[src/rtl/tx_defines.svh]
`ifndef TX_DEFINES_SVH
`define TX_DEFINES_SVH

// Parallel word entering on each word strobe
`define TX_WORD_W 16

// Quarter-rate lanes and bits per lane
`define TX_LANES  4
`define TX_LANE_W 4

// Phase code width, delays of 0 to 3 bit periods
`define TX_NPI    2

`endif

[src/rtl/tx_data_pkg.sv]
`default_nettype none

`include "tx_defines.svh"

package tx_data_pkg;

    // One quarter-rate lane
    // MSB leaves the serializer first
    typedef logic [`TX_LANE_W-1:0] qr_lane_t;

    // One reordered word, lane-major
    // Lane k sits at bits 4k+3 down to 4k of the flat view
    typedef union packed {
        logic [`TX_WORD_W-1:0]    flat;   // Capture and inversion view
        qr_lane_t [`TX_LANES-1:0] lanes;  // Hand-out view for the 4 to 1 stage
    } tx_word_u;

endpackage

`default_nettype wire

[src/rtl/tx_ctl_pkg.sv]
`default_nettype none

`include "tx_defines.svh"

package tx_ctl_pkg;

    // Output delay in whole bit periods
    typedef logic [`TX_NPI-1:0] pi_code_t;

    // Bit slot within a word
    // Wraps naturally after the last slot
    typedef logic [$clog2(`TX_WORD_W)-1:0] div_count_t;

endpackage

`default_nettype wire

[src/rtl/input_divider.sv]
`timescale 1ns/100ps
`default_nettype none

`include "tx_defines.svh"

// Turns the bit clock into quarter-rate and word-rate strobes
// Both strobes are one mdll_clk cycle wide
module input_divider (
    input  logic mdll_clk,     // Bit-rate clock
    input  logic reset,        // Synchronous active-high reset
    output logic word_stb,     // Last bit slot of a word
    output logic quarter_stb   // Last bit slot of a lane
);

    import tx_ctl_pkg::*;

    // Counter bits that select the slot inside one lane
    localparam int LANE_BITS = $clog2(`TX_LANE_W);

    div_count_t count_q;  // Current bit slot

    // Free running count that rolls over from 15 to 0
    always_ff @(posedge mdll_clk) begin
        if (reset) begin
            count_q <= '0;
        end else begin
            count_q <= count_q + 1'b1;
        end
    end

    // Strobes decoded straight from the count
    assign quarter_stb = &count_q[LANE_BITS-1:0];  // Slots 3, 7, 11, 15
    assign word_stb    = &count_q;                 // Slot 15 only

    // A word boundary is also a lane boundary
    a_word_has_quarter: assert property (
        @(posedge mdll_clk) disable iff (reset)
        word_stb |-> quarter_stb
    );

endmodule

`default_nettype wire

[src/rtl/hr_16t4_mux.sv]
`timescale 1ns/100ps
`default_nettype none

`include "tx_defines.svh"

// 16 to 4 stage
// Holds one word and feeds it out one lane per quarter strobe
module hr_16t4_mux #(
    parameter logic IDLE_BIT = 1'b0  // Line level before the first word
) (
    input  logic                  mdll_clk,
    input  logic                  reset,
    input  logic                  word_stb,     // Capture din on this edge
    input  logic                  quarter_stb,  // Move on to the next lane
    input  logic [`TX_WORD_W-1:0] din,
    output tx_data_pkg::qr_lane_t lane         // Lane for the 4 to 1 stage
);

    import tx_data_pkg::*;

    localparam int PTR_W = $clog2(`TX_LANES);
    localparam logic [PTR_W-1:0] FIRST_LANE = PTR_W'(`TX_LANES - 1);  // Lane 3 leaves first

    logic [`TX_WORD_W-1:0] din_reorder;  // Interleaved, lane k on bits k, k+4, k+8, k+12
    tx_word_u              word_d;       // Same bits gathered per lane
    tx_word_u              word_q;       // Word being sent
    logic [PTR_W-1:0]      lane_ptr;     // Lane on the output now
    logic [PTR_W-1:0]      ptr_step;     // Next lane down

    // Interleave map
    // din_reorder[0] <- din[15], din_reorder[4] <- din[14] and so on
    // Lanes go out 3, 2, 1, 0, so din[0] is sent first
    always_comb begin
        for (int k = 0; k < `TX_LANES; k++) begin
            for (int j = 0; j < `TX_LANE_W; j++) begin
                din_reorder[k + `TX_LANES*j] = din[`TX_WORD_W - 1 - `TX_LANE_W*k - j];
            end
        end
    end

    // Gather every fourth bit into one lane, highest index sent first
    always_comb begin
        for (int k = 0; k < `TX_LANES; k++) begin
            for (int j = 0; j < `TX_LANE_W; j++) begin
                word_d.lanes[k][j] = din_reorder[k + `TX_LANES*j];
            end
        end
    end

    // Word register
    always_ff @(posedge mdll_clk) begin
        if (reset) begin
            word_q.flat <= {`TX_WORD_W{IDLE_BIT}};  // Idle line until the first word
        end else if (word_stb) begin
            word_q.flat <= word_d.flat;
        end
    end

    assign ptr_step = lane_ptr - 1'b1;

    // Lane pointer counts down 3, 2, 1, 0
    always_ff @(posedge mdll_clk) begin
        if (reset) begin
            lane_ptr <= FIRST_LANE;
        end else if (word_stb) begin
            lane_ptr <= FIRST_LANE;  // Restart with the new word
        end else if (quarter_stb) begin
            lane_ptr <= ptr_step;
        end
    end

    assign lane = word_q.lanes[lane_ptr];  // Taken by the 4 to 1 stage on quarter_stb

    // All four lanes handed out by the time the next word lands
    a_ptr_wrapped: assert property (
        @(posedge mdll_clk) disable iff (reset)
        word_stb |-> ptr_step == FIRST_LANE
    );

endmodule

`default_nettype wire

[src/rtl/qr_4t1_mux.sv]
`timescale 1ns/100ps
`default_nettype none

`include "tx_defines.svh"

// 4 to 1 stage
// Loads one lane per quarter strobe and sends it MSB first
module qr_4t1_mux #(
    parameter logic IDLE_BIT = 1'b0  // Level shifted in behind the lane
) (
    input  logic                  mdll_clk,
    input  logic                  reset,
    input  logic                  quarter_stb,  // Load a fresh lane
    input  tx_data_pkg::qr_lane_t lane,         // From the 16 to 4 stage
    output logic                  ser_bit       // One bit per mdll_clk
);

    import tx_data_pkg::*;

    qr_lane_t shift_q;  // Lane being sent, MSB on the line

    // The load lands every 4th cycle
    // So the fill bits never reach ser_bit
    always_ff @(posedge mdll_clk) begin
        if (reset) begin
            shift_q <= {`TX_LANE_W{IDLE_BIT}};
        end else if (quarter_stb) begin
            shift_q <= lane;  // First bit visible next cycle
        end else begin
            shift_q <= {shift_q[`TX_LANE_W-2:0], IDLE_BIT};  // Move up toward the MSB
        end
    end

    assign ser_bit = shift_q[`TX_LANE_W-1];

endmodule

`default_nettype wire

[src/rtl/phase_select.sv]
`timescale 1ns/100ps
`default_nettype none

`include "tx_defines.svh"

// Output phase stage
// Delays both serial streams by a whole number of bit periods
// and drives the complementary pair
module phase_select (
    input  logic                 mdll_clk,
    input  logic                 reset,
    input  logic                 word_stb,   // Word boundary, code switch point
    input  tx_ctl_pkg::pi_code_t ctl_pi,     // Requested delay
    input  logic                 ctl_valid,  // ctl_pi is valid this cycle
    input  logic                 ser_p,      // Serial stream, positive chain
    input  logic                 ser_n,      // Serial stream, negative chain
    output logic                 dout_p,
    output logic                 dout_n
);

    import tx_ctl_pkg::*;

    localparam int NTAP = 1 << `TX_NPI;  // Delays 0 to 3

    pi_code_t        pi_pend_q;         // Last code received
    pi_code_t        pi_act_q;          // Code in use
    logic [NTAP-2:0] dly_p_q;           // Bit k is k+1 cycles old
    logic [NTAP-2:0] dly_n_q;
    logic [NTAP-1:0] tap_p;             // Tap k is k cycles old
    logic [NTAP-1:0] tap_n;

    // Codes are only switched between words
    always_ff @(posedge mdll_clk) begin
        if (reset) begin
            pi_pend_q <= '0;
            pi_act_q  <= '0;
        end else begin
            if (ctl_valid) begin
                pi_pend_q <= ctl_pi;
            end
            if (word_stb) begin
                pi_act_q <= pi_pend_q;  // Code from the same cycle waits a word
            end
        end
    end

    // Delay lines, one per polarity
    always_ff @(posedge mdll_clk) begin
        dly_p_q <= {dly_p_q[NTAP-3:0], ser_p};
        dly_n_q <= {dly_n_q[NTAP-3:0], ser_n};
    end

    assign tap_p = {dly_p_q, ser_p};
    assign tap_n = {dly_n_q, ser_n};

    // Output register, adds one cycle on top of the code
    always_ff @(posedge mdll_clk) begin
        if (reset) begin
            dout_p <= 1'b0;
            dout_n <= 1'b1;
        end else begin
            dout_p <= tap_p[pi_act_q];
            dout_n <= tap_n[pi_act_q];
        end
    end

    // Both chains must stay exact complements
    a_diff_pair: assert property (
        @(posedge mdll_clk) disable iff (reset)
        dout_n == !dout_p
    );

endmodule

`default_nettype wire

[src/rtl/tx_top.sv]
`timescale 1ns/100ps
`default_nettype none

`include "tx_defines.svh"

// Serializing link transmitter
// One 16-bit word in per word_stb, one bit out per mdll_clk
// din[0] goes out first and din[15] last
// First bit shows at dout_p 5 + code cycles after the sampling edge
//   16 to 4 capture           1
//   wait for the quarter strobe 3
//   4 to 1 load                1
//   phase stage                code
module tx_top (
    input  logic                  mdll_clk,   // Bit-rate clock
    input  logic                  reset,      // Sync, active high
    input  logic [`TX_WORD_W-1:0] din,        // Sampled on the word_stb edge
    input  tx_ctl_pkg::pi_code_t  ctl_pi,     // Output delay in bit periods
    input  logic                  ctl_valid,  // Load ctl_pi
    output logic                  word_stb,   // Word request to the source
    output logic                  dout_p,     // Serial out, positive
    output logic                  dout_n      // Serial out, negative
);

    import tx_data_pkg::*;

    logic                  quarter_stb;
    logic [`TX_WORD_W-1:0] din_n;   // Inverted word for the negative chain
    qr_lane_t              lane_p;
    qr_lane_t              lane_n;
    logic                  ser_p;
    logic                  ser_n;

    assign din_n = ~din;

    input_divider indiv (
        .mdll_clk    (mdll_clk),
        .reset       (reset),
        .word_stb    (word_stb),
        .quarter_stb (quarter_stb)
    );

    // Positive chain
    hr_16t4_mux #(.IDLE_BIT(1'b0)) hr_mux_16t4_0 (
        .mdll_clk    (mdll_clk),
        .reset       (reset),
        .word_stb    (word_stb),
        .quarter_stb (quarter_stb),
        .din         (din),
        .lane        (lane_p)
    );

    qr_4t1_mux #(.IDLE_BIT(1'b0)) qr_mux_4t1_0 (
        .mdll_clk    (mdll_clk),
        .reset       (reset),
        .quarter_stb (quarter_stb),
        .lane        (lane_p),
        .ser_bit     (ser_p)
    );

    // Negative chain, idles high
    hr_16t4_mux #(.IDLE_BIT(1'b1)) hr_mux_16t4_1 (
        .mdll_clk    (mdll_clk),
        .reset       (reset),
        .word_stb    (word_stb),
        .quarter_stb (quarter_stb),
        .din         (din_n),
        .lane        (lane_n)
    );

    qr_4t1_mux #(.IDLE_BIT(1'b1)) qr_mux_4t1_1 (
        .mdll_clk    (mdll_clk),
        .reset       (reset),
        .quarter_stb (quarter_stb),
        .lane        (lane_n),
        .ser_bit     (ser_n)
    );

    phase_select phase_sel (
        .mdll_clk  (mdll_clk),
        .reset     (reset),
        .word_stb  (word_stb),
        .ctl_pi    (ctl_pi),
        .ctl_valid (ctl_valid),
        .ser_p     (ser_p),
        .ser_n     (ser_n),
        .dout_p    (dout_p),
        .dout_n    (dout_n)
    );

endmodule

`default_nettype wire

[config.mk]
export PLATFORM = sky130hd
export DESIGN_NAME = tx_top
export DESIGN_NICKNAME = d
export VERILOG_FILES = /design/src/rtl/tx_data_pkg.sv /design/src/rtl/tx_ctl_pkg.sv /design/src/rtl/input_divider.sv /design/src/rtl/hr_16t4_mux.sv /design/src/rtl/qr_4t1_mux.sv /design/src/rtl/phase_select.sv /design/src/rtl/tx_top.sv
export VERILOG_INCLUDE_DIRS = /design/src /design/src/rtl
export SDC_FILE = /design/constraint.sdc
export NUM_CORES = 1
export LEC_CHECK = 0
export BUFFER_PORTS_ARGS = -buffer_cell sky130_fd_sc_hd__buf_2
export CAP_MARGIN = 20
export CELL_PAD_IN_SITES_DETAIL_PLACEMENT = 1
export CELL_PAD_IN_SITES_GLOBAL_PLACEMENT = 1
export CORE_MARGIN = 1.5
export CORE_UTILIZATION = 40
export CTS_BUF_LIST = sky130_fd_sc_hd__clkbuf_4 sky130_fd_sc_hd__clkbuf_8 sky130_fd_sc_hd__clkbuf_16
export DETAILED_ROUTE_END_ITERATION = 10
export PLACE_DENSITY_LB_ADDON = 0.1
export RECOVER_POWER = 100
export SKIP_LAST_GASP = 1
export SYNTH_ARGS = -nofsm -noshare
export SYNTH_HDL_FRONTEND = slang
export SYNTH_SLANG_ARGS = --single-unit
[constraint.sdc]
create_clock -name mdll_clk -period 1.52 [get_ports mdll_clk]
set_input_delay 0.228 -clock mdll_clk [delete_from_list [all_inputs] [get_ports mdll_clk]]
set_output_delay 0.228 -clock mdll_clk [all_outputs]
set_load 0.1 [all_outputs]
==> reports/qor.csv <==
metric,value,unit
area of the core,5470,µm²
most frequent cells in the layout,"dfxtp_1 (57), nand2_1 (27), buf_2 (19)",
dpl cells,303,
synth warn,0,
Mapped Avg Cell Area,10.4,µm²
"non-filler cells, final",321,
Routed Wire Length,5.61,mm
Slew Limit Fails,0,
Hold Path Stages,3,
hold endpoint,phase_sel.pi_pend_q[0],
H-tree depth,3,
dpl cell area,2470,µm²
min-delay src,ctl_pi[0],
share of total power in sequential cells,0.451,
Post-synth EDFFs,0,
min Tclk post-route,1450,ps
CTS sink cnt,60,
final weighted congestion in routability-driven placement,0.822,
wire per inst,17.5,µm
die height,78.0,µm
Synth Register Bits,60,
DP HPWL,3.80,mm
"Core Util, Final",0.500,
Post-Syn Area,2250,µm²
nets,267,
antenna-violating nets left,0,
status,finished clean,
peak supply drop,0.000642,V
# rows,27,
reg-to-reg startpoint,hr_mux_16t4_1.lane_ptr[1],
IO Pins,24,
CTS tree,done,
Area Overhead vs Synth,21.4,%
initial antenna violation count,0,
CTS Buffer Depth,2,
R2R setup slack,70,ps
cts hold-fix bufs,0,
Initial DRC Count,67,
skew final,6.74,ps
NetSw,0.000719,W
Yosys top cell area share,0.533,
f_max,0.688,GHz
path depth of the worst reg2reg path,2,
Congestion Overflow GR,0,
vias in the first global route,1805,
crit path max fanout,5,
Synth area leader,dfxtp_1,
post-synthesis sequential area ratio,0.533,
Pre-antenna DRT Iters,4,
Worst-Skew Late Latency,340,ps
DR vias,1657,
Yosys cell types,24,
final setup vio count,0,
first-pass GRT wire length,9.39,mm
CTS buffer count,9,
Clock transition at path regs,60,ps
Worst-Margin Slew,668,ps
Switching Share,0.201,
final instance area,2740,µm²
Syn Nets,239,
RSZ-0062 raised after global routing,no,
number of max-cap violations,0,
DRC,0,
register area,1200,µm²
Die Wd,78.0,µm
Worst Path Required,1740,ps
PD cells,1310,nW/µm²
ANT cells,0,
Min-Delay Path Class,in2reg,
Synth Instances,216,
ys async rst share,0,
vias per std cell,5.16,
Crit path arrival time,1670,ps
Int Power,0.00286,W
crit start category,register,
FILL cells,635,
setup_tns,0,ps
Die Footprint,6090,µm²
Multi-input gate area,980,µm²
ys flop type,dfxtp_1,
layout cells sized above 1,0.257,
post-route clock period utilization,0.956,
Root Driver,clkbuf_8,
synth top area cells,"dfxtp_1 (53%), mux4_2 (8.0%), nand2_1 (4.5%), a21oi_1 (4.0%), nand2b_1 (3.6%)",
PortBufs,23,
count of final hold-check violations,0,
largest net degree at the start of global routing,35,
combinational power share,0.042,
leakage power,1.01,nW
CP Class,reg2reg,
GR Util All Layers,0.208,
Initial Util,0.412,
clock power share,0.508,
CP Capture Type,register,
"most common cell after layout, fill and taps aside",dfxtp_1,
r2r endpoint,qr_mux_4t1_1.shift_q[2],
Max-slew headroom,0.555,
-- stage by stage --
stage                     total power [W]  hold slack, ps  setup slack, ps
after CTS                         0.00362             133             10.5
after global placement            0.00178             334             83.9
final                             0.00358             146             67.5
after floorplan                   0.00173             326             3.92
after global routing              0.00371             158             7.77
after detailed placement          0.00179             353             65.5
-- layer usage --
layer,part of all wire,GRT usage,up-vias
met5,0,0,-
met4,0.015,0.0911,0
met3,0.033,0.0477,7
met2,0.49,0.340,38
met1,0.46,0.264,802
li1,-,-,810
-- flip-flops by register name, indices dropped and copies added (netlist names) --
register	count
hr_mux_16t4_0.lane_ptr	2
hr_mux_16t4_0.word_q	16
hr_mux_16t4_1.lane_ptr	2
hr_mux_16t4_1.word_q	16
indiv.count_q	4
phase_sel.dly_n_q	3
phase_sel.dly_p_q	3
phase_sel.dout_n	1
phase_sel.dout_p	1
phase_sel.pi_act_q	2
phase_sel.pi_pend_q	2
qr_mux_4t1_0.shift_q	4
qr_mux_4t1_1.shift_q	4
-- repair_timing --
item | 4_1_cts | 5_1_grt
setup buffers | 3 | 0
gates resized for setup | 8 | 1
pin swaps | 0 | 1
endpoints found under the setup margin | 1 | 3
-- power by group through the flow --
stage | Sequential (W) | Clock, W | Combinational [W]
2_1_floorplan | 0.00164 | 0 | 0.0000868
3_3_place_gp | 0.00164 | 0 | 0.000131
3_5_place_dp | 0.00165 | 0 | 0.000139
4_1_cts | 0.00161 | 0.00185 | 0.000151
5_1_grt | 0.00162 | 0.00193 | 0.000161
6_report | 0.00161 | 0.00182 | 0.000149
-- layout make-up --
| cell class | count | share of cell area |
|---|---|---|
| clock inverters | 4 | 0.0348 |
| repair buffers | 35 | 0.0741 |
| flip-flops and latches | 60 | 0.441 |
| clock buffers | 12 | 0.0581 |
| inverters | 1 | 0.00137 |
| multi-input cells | 137 | 0.358 |
| well taps | 72 | 0.0329 |
-- cells in the mapped netlist, types with 2 or more instances --
| library cell | count |
|---|---|
| a211o_1 | 6 |
| a21oi_1 | 18 |
| buf_2 | 7 |
| buf_6 | 2 |
| clkbuf_1 | 8 |
| dfxtp_1 | 60 |
| ha_1 | 2 |
| mux2i_1 | 5 |
| mux4_1 | 2 |
| mux4_2 | 8 |
| nand2_1 | 27 |
| nand2b_1 | 13 |
| nand3_1 | 2 |
| nand4_1 | 13 |
| nor2_1 | 12 |
| nor2b_1 | 7 |
| o21ai_0 | 13 |
| xnor2_1 | 5 |
-- how the worst max path moves through the flow --
| stage | endpoint | startpoint |
|---|---|---|
| after floorplan | hr_mux_16t4_0.lane_ptr[0] | indiv.count_q[0] |
| after global placement | qr_mux_4t1_1.shift_q[0] | hr_mux_16t4_1.lane_ptr[1] |
| after detailed placement | qr_mux_4t1_1.shift_q[0] | hr_mux_16t4_1.lane_ptr[1] |
| after CTS | word_stb | indiv.count_q[0] |
| after global routing | qr_mux_4t1_1.shift_q[1] | indiv.count_q[0] |
| final | qr_mux_4t1_1.shift_q[2] | hr_mux_16t4_1.lane_ptr[1] |
-- critical path, stage by stage (launching register included) --
cell     delay (ps)
dfxtp_1         470
mux4_1          580
a211o_1         290
-- kinds of logic (layout without fill, tap and decap cells) --
group           count (synthesis)  after routing  synth area share
simple gates                   77             77             0.172
xor+xnor                        6              6            0.0233
fa+ha+maj                       2              2            0.0111
buf+inv                        19             52            0.0428
compound gates                 37             37            0.0922
mux                            15             15             0.126
flops                          60             60             0.533
No activity file was read; power rests on OpenSTA's default activity.
